`config.mk`:
```
export PLATFORM = sky130hd
export DESIGN_NAME = dbg_cmd_engine
export DESIGN_NICKNAME = d
export VERILOG_FILES = /design/src/dbgu_pkg.sv /design/src/dbg_cmd_engine.sv
export VERILOG_INCLUDE_DIRS = /design/src /design/src/include
export SDC_FILE = /design/constraint.sdc
export NUM_CORES = 1
export LEC_CHECK = 0
export BUFFER_PORTS_ARGS = -buffer_cell sky130_fd_sc_hd__buf_2
export CORE_ASPECT_RATIO = 1.75
export CORE_MARGIN = 10
export CORE_UTILIZATION = 57
export DETAILED_ROUTE_END_ITERATION = 8
export PLACE_DENSITY = 0.84
export SLEW_MARGIN = 20
export SYNTH_ARGS = -nofsm -noshare
export SYNTH_HDL_FRONTEND = slang
export SYNTH_SLANG_ARGS = --single-unit
```
`constraint.sdc`:
```
create_clock -name clk -period 8.2 [get_ports clk]
set_clock_uncertainty 0.2 [all_clocks]
set_input_delay 0.82 -clock clk [delete_from_list [all_inputs] [get_ports clk]]
set_output_delay 0.82 -clock clk [all_outputs]
set_load 0.005 [all_outputs]
```
`src/include/dbgu_defines.svh`:
```
`ifndef DBGU_DEFINES_SVH
`define DBGU_DEFINES_SVH

// Serial bit period and memory size
`define DBGU_CLKS_PER_BIT 8
`define DBGU_MEM_WORDS    256

// Frame start bytes
`define DBGU_SOF          8'hA5
`define DBGU_RSOF         8'h5A

// Command codes
`define DBGU_CMD_WR32     8'h10
`define DBGU_CMD_RD32     8'h11
`define DBGU_CMD_RUN      8'h12
`define DBGU_CMD_HALT     8'h13
`define DBGU_CMD_RDREG    8'h14

// Answer codes
`define DBGU_R_ACK        8'h90
`define DBGU_R_RD         8'h91
`define DBGU_R_RDREG      8'h92

// Acknowledge status values
`define DBGU_ST_OK        8'h00
`define DBGU_ST_CHK       8'h01
`define DBGU_ST_BUSY      8'h02
`define DBGU_ST_CMD       8'h03

`endif

```
`src/dbgu_pkg.sv`:
```
`default_nettype none

package dbgu_pkg;

    typedef logic [7:0]  byte_t;
    typedef logic [31:0] word_t;
    typedef logic [4:0]  reg_idx_t;

    // Debug bus request toward the local memory
    typedef struct packed {
        word_t addr;
        word_t wdata;
        logic  we;
    } dbg_bus_req_t;

    typedef enum logic [4:0] {
        S_WAIT_SOF = 5'd0,
        S_CMD      = 5'd1,
        S_A0       = 5'd2,
        S_A1       = 5'd3,
        S_A2       = 5'd4,
        S_A3       = 5'd5,
        S_D0       = 5'd6,
        S_D1       = 5'd7,
        S_D2       = 5'd8,
        S_D3       = 5'd9,
        S_REG      = 5'd10,
        S_CHK      = 5'd11,
        S_DO_WR    = 5'd12,
        S_DO_RD0   = 5'd13,
        S_DO_RD1   = 5'd14,
        S_SEND     = 5'd15
    } cmd_state_t;

endpackage

`default_nettype wire

```
`src/dbg_cmd_engine.sv`:
```
`timescale 1ns/1ps
`default_nettype none

`include "dbgu_defines.svh"

module dbg_cmd_engine (
    input  logic                   clk,
    input  logic                   rst,
    input  dbgu_pkg::byte_t        rx_data,
    input  logic                   rx_valid,
    output logic                   rx_ready,
    output dbgu_pkg::byte_t        tx_data,
    output logic                   tx_valid,
    input  logic                   tx_ready,
    output dbgu_pkg::dbg_bus_req_t bus_req,
    input  dbgu_pkg::word_t        bus_rdata,
    output dbgu_pkg::reg_idx_t     reg_idx,
    input  dbgu_pkg::word_t        reg_rdata,
    output logic                   hold_core
);

    typedef dbgu_pkg::byte_t [6:0] resp_buf_t;

    dbgu_pkg::cmd_state_t state;
    dbgu_pkg::byte_t      cmd;
    dbgu_pkg::byte_t      chk_calc;
    dbgu_pkg::byte_t      ack_st;
    dbgu_pkg::word_t      addr_q;
    dbgu_pkg::word_t      wdata_q;
    logic                 we_q;
    resp_buf_t            resp;
    resp_buf_t            resp_next;
    logic [2:0]           resp_len;
    logic [2:0]           resp_len_next;
    logic [2:0]           resp_idx;
    logic                 resp_load;
    logic                 rx_fire;
    logic                 send_go;
    logic                 mem_cmd;
    logic                 cmd_known;

    function automatic resp_buf_t ack_frame(input dbgu_pkg::byte_t st);
        resp_buf_t f;
        f    = '0;
        f[0] = `DBGU_RSOF;
        f[1] = `DBGU_R_ACK;
        f[2] = st;
        f[3] = `DBGU_R_ACK ^ st;
        return f;
    endfunction

    // Data answers are little-endian
    function automatic resp_buf_t data_frame(input dbgu_pkg::byte_t code,
                                             input dbgu_pkg::word_t d);
        resp_buf_t f;
        f[0] = `DBGU_RSOF;
        f[1] = code;
        f[2] = d[7:0];
        f[3] = d[15:8];
        f[4] = d[23:16];
        f[5] = d[31:24];
        f[6] = code ^ d[7:0] ^ d[15:8] ^ d[23:16] ^ d[31:24];
        return f;
    endfunction

    assign rx_ready = (state != dbgu_pkg::S_SEND);
    assign rx_fire  = rx_valid && rx_ready;
    assign send_go  = (state == dbgu_pkg::S_SEND) && !tx_valid && tx_ready;
    assign bus_req  = '{addr: addr_q, wdata: wdata_q, we: we_q};

    assign mem_cmd   = (cmd == `DBGU_CMD_WR32) || (cmd == `DBGU_CMD_RD32);
    assign cmd_known = mem_cmd || (cmd == `DBGU_CMD_RUN) || (cmd == `DBGU_CMD_HALT)
                       || (cmd == `DBGU_CMD_RDREG);

    // Status of the frame whose checksum byte is on rx_data
    always_comb begin
        if (rx_data != chk_calc) begin
            ack_st = `DBGU_ST_CHK;
        end else if (mem_cmd && !hold_core) begin
            ack_st = `DBGU_ST_BUSY;
        end else if (!cmd_known) begin
            ack_st = `DBGU_ST_CMD;
        end else begin
            ack_st = `DBGU_ST_OK;
        end
    end

    always_comb begin
        resp_load     = 1'b0;
        resp_next     = ack_frame(ack_st);
        resp_len_next = 3'd4;
        case (state)
            dbgu_pkg::S_CHK: begin
                // Accepted memory commands answer from the execute states
                if (rx_fire && !(ack_st == `DBGU_ST_OK && mem_cmd)) begin
                    resp_load = 1'b1;
                end
                if (ack_st == `DBGU_ST_OK && cmd == `DBGU_CMD_RDREG) begin
                    resp_next     = data_frame(`DBGU_R_RDREG, reg_rdata);
                    resp_len_next = 3'd7;
                end
            end
            dbgu_pkg::S_DO_WR: begin
                resp_load = 1'b1;
                resp_next = ack_frame(`DBGU_ST_OK);
            end
            dbgu_pkg::S_DO_RD1: begin
                resp_load     = 1'b1;
                resp_next     = data_frame(`DBGU_R_RD, bus_rdata);
                resp_len_next = 3'd7;
            end
            default: begin
            end
        endcase
    end

    always_ff @(posedge clk) begin
        if (rst) begin
            state     <= dbgu_pkg::S_WAIT_SOF;
            hold_core <= 1'b1;
            we_q      <= 1'b0;
            tx_valid  <= 1'b0;
            resp_len  <= 3'd0;
            resp_idx  <= 3'd0;
        end else begin
            we_q <= 1'b0;
            if (tx_valid && tx_ready) begin
                tx_valid <= 1'b0;
            end
            case (state)
                dbgu_pkg::S_WAIT_SOF: begin
                    if (rx_fire && rx_data == `DBGU_SOF) begin
                        state <= dbgu_pkg::S_CMD;
                    end
                end
                dbgu_pkg::S_CMD: begin
                    if (rx_fire) begin
                        if (rx_data == `DBGU_CMD_RUN || rx_data == `DBGU_CMD_HALT) begin
                            state <= dbgu_pkg::S_CHK;
                        end else if (rx_data == `DBGU_CMD_RDREG) begin
                            state <= dbgu_pkg::S_REG;
                        end else begin
                            state <= dbgu_pkg::S_A0;
                        end
                    end
                end
                dbgu_pkg::S_A0: if (rx_fire) state <= dbgu_pkg::S_A1;
                dbgu_pkg::S_A1: if (rx_fire) state <= dbgu_pkg::S_A2;
                dbgu_pkg::S_A2: if (rx_fire) state <= dbgu_pkg::S_A3;
                dbgu_pkg::S_A3: begin
                    if (rx_fire) begin
                        if (cmd == `DBGU_CMD_WR32) begin
                            state <= dbgu_pkg::S_D0;
                        end else begin
                            state <= dbgu_pkg::S_CHK;
                        end
                    end
                end
                dbgu_pkg::S_D0: if (rx_fire) state <= dbgu_pkg::S_D1;
                dbgu_pkg::S_D1: if (rx_fire) state <= dbgu_pkg::S_D2;
                dbgu_pkg::S_D2: if (rx_fire) state <= dbgu_pkg::S_D3;
                dbgu_pkg::S_D3: if (rx_fire) state <= dbgu_pkg::S_CHK;
                dbgu_pkg::S_REG: if (rx_fire) state <= dbgu_pkg::S_CHK;
                dbgu_pkg::S_CHK: begin
                    if (rx_fire && ack_st == `DBGU_ST_OK) begin
                        case (cmd)
                            `DBGU_CMD_RUN:  hold_core <= 1'b0;
                            `DBGU_CMD_HALT: hold_core <= 1'b1;
                            `DBGU_CMD_WR32: begin
                                we_q  <= 1'b1;
                                state <= dbgu_pkg::S_DO_WR;
                            end
                            `DBGU_CMD_RD32: state <= dbgu_pkg::S_DO_RD0;
                            default: begin
                            end
                        endcase
                    end
                end
                // Memory read latency
                dbgu_pkg::S_DO_RD0: state <= dbgu_pkg::S_DO_RD1;
                dbgu_pkg::S_DO_WR, dbgu_pkg::S_DO_RD1: begin
                end
                dbgu_pkg::S_SEND: begin
                    if (send_go) begin
                        tx_valid <= 1'b1;
                        if (resp_idx == resp_len - 3'd1) begin
                            state    <= dbgu_pkg::S_WAIT_SOF;
                            resp_idx <= 3'd0;
                        end else begin
                            resp_idx <= resp_idx + 3'd1;
                        end
                    end
                end
                default: state <= dbgu_pkg::S_WAIT_SOF;
            endcase
            if (resp_load) begin
                state    <= dbgu_pkg::S_SEND;
                resp_len <= resp_len_next;
            end
        end
    end

    // Frame fields, checksum and answer bytes
    always_ff @(posedge clk) begin
        if (rx_fire) begin
            chk_calc <= (state == dbgu_pkg::S_CMD) ? rx_data : (chk_calc ^ rx_data);
            case (state)
                dbgu_pkg::S_CMD: cmd <= rx_data;
                dbgu_pkg::S_A0:  addr_q[7:0]    <= rx_data;
                dbgu_pkg::S_A1:  addr_q[15:8]   <= rx_data;
                dbgu_pkg::S_A2:  addr_q[23:16]  <= rx_data;
                dbgu_pkg::S_A3:  addr_q[31:24]  <= rx_data;
                dbgu_pkg::S_D0:  wdata_q[7:0]   <= rx_data;
                dbgu_pkg::S_D1:  wdata_q[15:8]  <= rx_data;
                dbgu_pkg::S_D2:  wdata_q[23:16] <= rx_data;
                dbgu_pkg::S_D3:  wdata_q[31:24] <= rx_data;
                dbgu_pkg::S_REG: reg_idx        <= rx_data[4:0];
                default: begin
                end
            endcase
        end
        if (resp_load) begin
            resp <= resp_next;
        end
        if (send_go) begin
            tx_data <= resp[resp_idx];
        end
    end

    a_tx_hold: assert property (@(posedge clk) disable iff (rst)
        (tx_valid && !tx_ready) |=> (tx_valid && $stable(tx_data)));

    a_we_pulse: assert property (@(posedge clk) disable iff (rst)
        bus_req.we |=> !bus_req.we);

endmodule

`default_nettype wire

```
Yosys cells after proc, flatten, opt, wreduce, memory -nomap -nowiden
Cells that the tools add are included.

Bits of input ports: 76. Flip-flop bits (word level): 163. Output and inout port bits: 81. Word-level logic and storage cells: 174.

Reduce and logical (&&, ||, !) cells: 39. Mux-type cells: 37. Equal/unequal tests: 56. Magnitude comparators: 1. Add/subtract/negate cells: 2. Bitwise operators: 13.

Operators with widths (number): case mux 56 bit (3 select lines) (1); case mux 5 bit (14 select lines) (1); two-way mux 5 bit (13); == test 8 x 5 -> 1 bit (second input constant) (8); two-way mux 56 bit (1); bitwise XOR 8 bit (7); == test 5 x 4 -> 1 bit (second input constant) (8); != test 3 bit (second input constant) (12); AND reduction 15 bit (2); binary-select mux 8 bit (select 3 bit) (1); != test 2 bit (second input constant) (11); AND reduction 2 bit (11); == test 5 x 3 -> 1 bit (second input constant) (4); two-way mux 4 bit (4); two-way mux 8 bit (2); == test 5 x 2 -> 1 bit (second input constant) (2); logical AND 1 bit (10); case mux 5 bit (2 select lines) (1); == test 8 bit (second input constant) (1); zero test 8 bit (1); two-way mux 2 bit (4); != test 8 bit (1); != test 2 x 1 -> 1 bit (second input constant) (3); NOT 3 bit (2); 22 further kinds (37).

Longest topological paths before layout
Depth after elaboration: 16. Mapped depth: 9. Gate-level depth less buffers: 8.

Worst setup path before layout
No wires, ideal clock.

Path kind: input -> register. Start: in rx_valid. End: reg resp[16] in the netlist's numbering, enable pin. Path slack: 5.375 ns. Arrival: 2.228 ns. Path buffers: 1. Cell stages on the path: 4. Setup time: 0.397 ns. Data required time: 7.603 ns. Cell sequence: clkbuf_1 and2_1 o22ai_2 inv_1.

Longest elaborated chain between the ends: 4.

RTL lines: start, declared (line dbg_cmd_engine.sv:10) `input logic rx_valid,`; logical AND 1 bit (line dbg_cmd_engine.sv:67) `assign rx_fire = rx_valid && rx_ready;`; logical AND 1 bit (line dbg_cmd_engine.sv:95) `` if (rx_fire && !(ack_st == `DBGU_ST_OK && mem_cmd)) begin ``; two-way mux 1 bit (line dbg_cmd_engine.sv:95); case mux 1 bit (2 select lines) (line dbg_cmd_engine.sv:92) `case (state)`; via resp_load (line dbg_cmd_engine.sv:36) `logic resp_load;`; end signal, assigned (line dbg_cmd_engine.sv:223) `resp <= resp_next;`; end, declared (line dbg_cmd_engine.sv:31) `resp_buf_t resp;`.

The timed path passes the listed nets, and every way through them passes these cells. A chain may end at the register's enable or synchronous reset.

==> run_results.csv <==
group,metric,value,unit
cts,cts_made_buffers,17,
die,start_util,57.94,%
logic_synthesis,synthDistinctLibCells,53,
place,placed_cells,730,
setup_path,crit_cells,7,
setup_path,cpPeakStageDelay,930,ps
drt,drc,0,
logic_synthesis,syn_nets,541,
grt,grtUsageTotal,19.94,%
logic_synthesis,synth_compound_area_share,10.43,%
logic_synthesis,synth_simple_gate_area_share,8.568,%
drt,wl_per_cell,20.88,um
setup_path,startpoint,"cmd[7]$_DFFE_PP_",
logic_synthesis,ys_seq_area_share,67.14,%
logic_synthesis,synth.area.top_cells,"edfxtp_1, xnor2_1, dfxtp_1",
cts,cts_buffer_depth,2,
setup_path,start_kind,"flip-flop",
power_and_ir_drop,leakagePower,0.002971,uW
setup_path,endpoint_kind,"flip-flop",
final_layout,final_layout_size_suffix_gt1_share,31.32,%
final_layout,mostFrequentLayoutCell,"buf_2",
logic_synthesis,synth_flop_cell,"edfxtp_1",
cts,postCtsHoldBufs,0,
grt,antenna_found_initial,0,
logic_synthesis,syn_area,0.006396,mm^2
drt,vias,4453,
sta,slew_headroom,31.47,%
die,coreArea,0.01104,mm^2
sta,drv_slew,0,
run_status,status,"complete, no violations",
sta,worstMarginPinSlew,1026,ps
cts,tritoncts,"done",
drt,drtIter0Drc,268,
drt,first_pass_iters,5,
logic_synthesis,synth_edf_count,135,
die,rows,51,
final_layout,num-nets-final,694,
setup_path,r2r_slack,4260,ps
sta,max_freq,0.2535,GHz
grt,grt-ovfl-total,0,
grt,grt_pass1_wl,25.43,mm
place,gp_congestion,0.8768,
setup_path,criticalPathCategory,"flip-flop to flip-flop",
final_layout,n_fill_cell,729,
power_and_ir_drop,p_clk_share,46.9,%
cts,clk_latency,420,ps
power_and_ir_drop,power_density,218.6,mW/mm^2
logic_synthesis,yosys_warnings,0,
setup_path,worstPathCellList,"nor4_1 > nand2_1 > nor3_1 > nand4_1 > inv_1 > a22oi_1 > nand2_1",
logic_synthesis,synth_mux_area_share,2.191,%
grt,grt_start_max_net_pins,44,
power_and_ir_drop,internal-power,1351,uW
die,io_pins,157,
setup_path,r2r_cells,7,
cts,cts_setup_buffers,0,
setup_path,cp.required,8280,ps
setup_path,cp_top_family,"simple AND/OR/NAND/NOR gates",
setup_path,cp_slowest_cell,"inv_1",
power_and_ir_drop,irDropWorstVdd,0.0001841,V
cts,cts_root_buf,"clkbuf_16",
logic_synthesis,synth_fa_ha_area_share,0.1956,%
logic_synthesis,synth_top_family_by_area,"compound AO/OA/AOI/OAI gates",
logic_synthesis,yosysTopAreaCell,"edfxtp_1",
setup_path,cp_max_fo,31,
final_layout,final_cell_mix,"buf_2, edfxtp_1, xnor2_1",
worst_hold_path,min_path_type,"flip-flop to flip-flop",
logic_synthesis,synth_xor_xnor_area_share,9.174,%
cts,htree_levels,4,
setup_path,arrival,4030,ps
sta,grt_setup_unrepaired,"no",
logic_synthesis,syn_area_per_cell,13.78,um^2
run,cap_violations,0,
cts,clkTransAtPathRegs,60,ps
logic_synthesis,synthCells,464,
drt,wl,15.89,mm
power_and_ir_drop,p_sw,370.1,uW
power_and_ir_drop,sw_frac_of_total,21.50,%
power_and_ir_drop,p_seq_share,47.8,%
cts,clock_sinks,147,
setup_path,r2r-end,"resp[16]$_DFFE_PP_",
sta,setup_viol,0,
sta,fin_crit_sh,48.11,%
logic_synthesis,synth_seq_cells,147,
place,hpwl,11.75,mm
die,die_h,160.1,um
setup_path,cp_num_buf_inv,1,
logic_synthesis,synthArstFlopShare,0,%
drt,routed_via_density,5.852,
sta,setup_tns,0,ps
drt,ant_nets,0,
place,io_buffers,156,
sta,finalHoldViolations,0,
final_layout,final-instance-count-excl-fill,761,
setup_path,timing.rr.start,"cmd[7]$_DFFE_PP_",
final_layout,syn2layout_area_growth,23.08,%
setup_path,crit_end,"resp[16]$_DFFE_PP_",
sta,final.min_clock_period,3945,ps
setup_path,cp_common_cell,"nand2_1",
grt,grt_pass1_vias,4974,
logic_synthesis,yosys.area.top_type_share,63.38,%
power_and_ir_drop,p_comb_share,5.2,%
final_layout,diodes,0,
die,die_w,100.1,um
die,dieArea,0.01603,mm^2
cts,post_cts_resized,0,
power by group through the flow:
stage / combinational [uW] / clock [uW] / sequential, uW
2_1_floorplan: 47.4 / 0 / 838
3_3_place_gp: 85.0 / 0 / 839
3_5_place_dp: 89.6 / 0 / 839
4_1_cts: 90.5 / 815 / 823
5_1_grt: 97.9 / 851 / 823
6_report: 89.8 / 808 / 824
worst min path at each step:
| stage | from | to | slack (ps) | cells after the start |
|---|---|---|---|---|
| 2_1_floorplan | resp_len[2]$_SDFFE_PP0P_ | resp_len[2]$_SDFFE_PP0P_ | 240 | 2 |
| 3_3_place_gp | resp_len[2]$_SDFFE_PP0P_ | resp_len[2]$_SDFFE_PP0P_ | 250 | 2 |
| 3_5_place_dp | resp_len[2]$_SDFFE_PP0P_ | resp_len[2]$_SDFFE_PP0P_ | 270 | 2 |
| 4_1_cts | resp_len[2]$_SDFFE_PP0P_ | resp_len[2]$_SDFFE_PP0P_ | 280 | 2 |
| 5_1_grt | resp_len[2]$_SDFFE_PP0P_ | resp_len[2]$_SDFFE_PP0P_ | 320 | 2 |
| 6_report | resp_len[2]$_SDFFE_PP0P_ | resp_len[2]$_SDFFE_PP0P_ | 280 | 2 |
cells in the mapped netlist (all sizes together), types with 7 or more instances:
cell    instances
edfxtp        135
xnor2          60
nand2          34
nor2           30
a22o           26
a21oi          21
clkbuf         16
mux2i          14
dfxtp          12
inv            11
o22ai           9
buf             8
o21ai           8
xor2            7
worst reg2reg max path, delay by kind of cell (launching register included):
family                 cells  cell delay [ps]
and+or+nand+nor            5             2130
AOI/OAI and AO/OA          1              150
DFF                        1              390
buffers and inverters      1              940
cell families after synthesis:
family,Yosys count
XOR/XNOR,67
flip-flops,147
multiplexers,14
AND/OR/NAND/NOR,108
adder cells (fa/ha/maj),1
AO/OA/AOI/OAI,92
buffers and inverters,35
per-layer routing:
layer / vias up / part of all wire, % / global-route usage (%)
li1: 2039 / - / -
met1: 2115 / 35 / 20.21
met2: 263 / 55 / 35.91
met3: 36 / 7.9 / 6.609
met4: 0 / 2.4 / 8.194
met5: - / 0 / 0
layout make-up:
class | count | area (um^2) | area share (%)
Timing Repair Buffer | 158 | 795.8 | 10.11
Clock buffer | 17 | 425.4 | 5.404
Tap cell | 132 | 165.2 | 2.098
Sequential cell | 147 | 4294 | 54.55
Multi-Input combinational cell | 282 | 1959 | 24.89
Clock inverter | 14 | 191.4 | 2.432
Inverter | 11 | 41.29 | 0.5245
through the flow:
step / total power [uW] / setup slack (ps) / utilization, % / instance area, um^2 / hold slack [ps]
final: 1721 / 4255 / 71.31 / 7873 / 275.5
after global routing: 1772 / 3947 / 71.31 / 7873 / 315.8
after CTS: 1729 / 4308 / 71.27 / 7868 / 282.6
after detailed placement: 928.9 / 3978 / 65.68 / 7251 / 273.6
after global placement: 923.6 / 4099 / 65.68 / 7251 / 246.3
after floorplan: 885.7 / 5375 / - / 6396 / 238.9
sequential cells by signal (all words and copies together) (netlist names), 4 cells and up, named ones only:
signal / count
tx_data: 8
state: 4
reg_idx: 5
wdata_q: 32
addr_q: 32
chk_calc: 8
resp: 42
cmd: 8
Power figures use the tool's default switching activity.
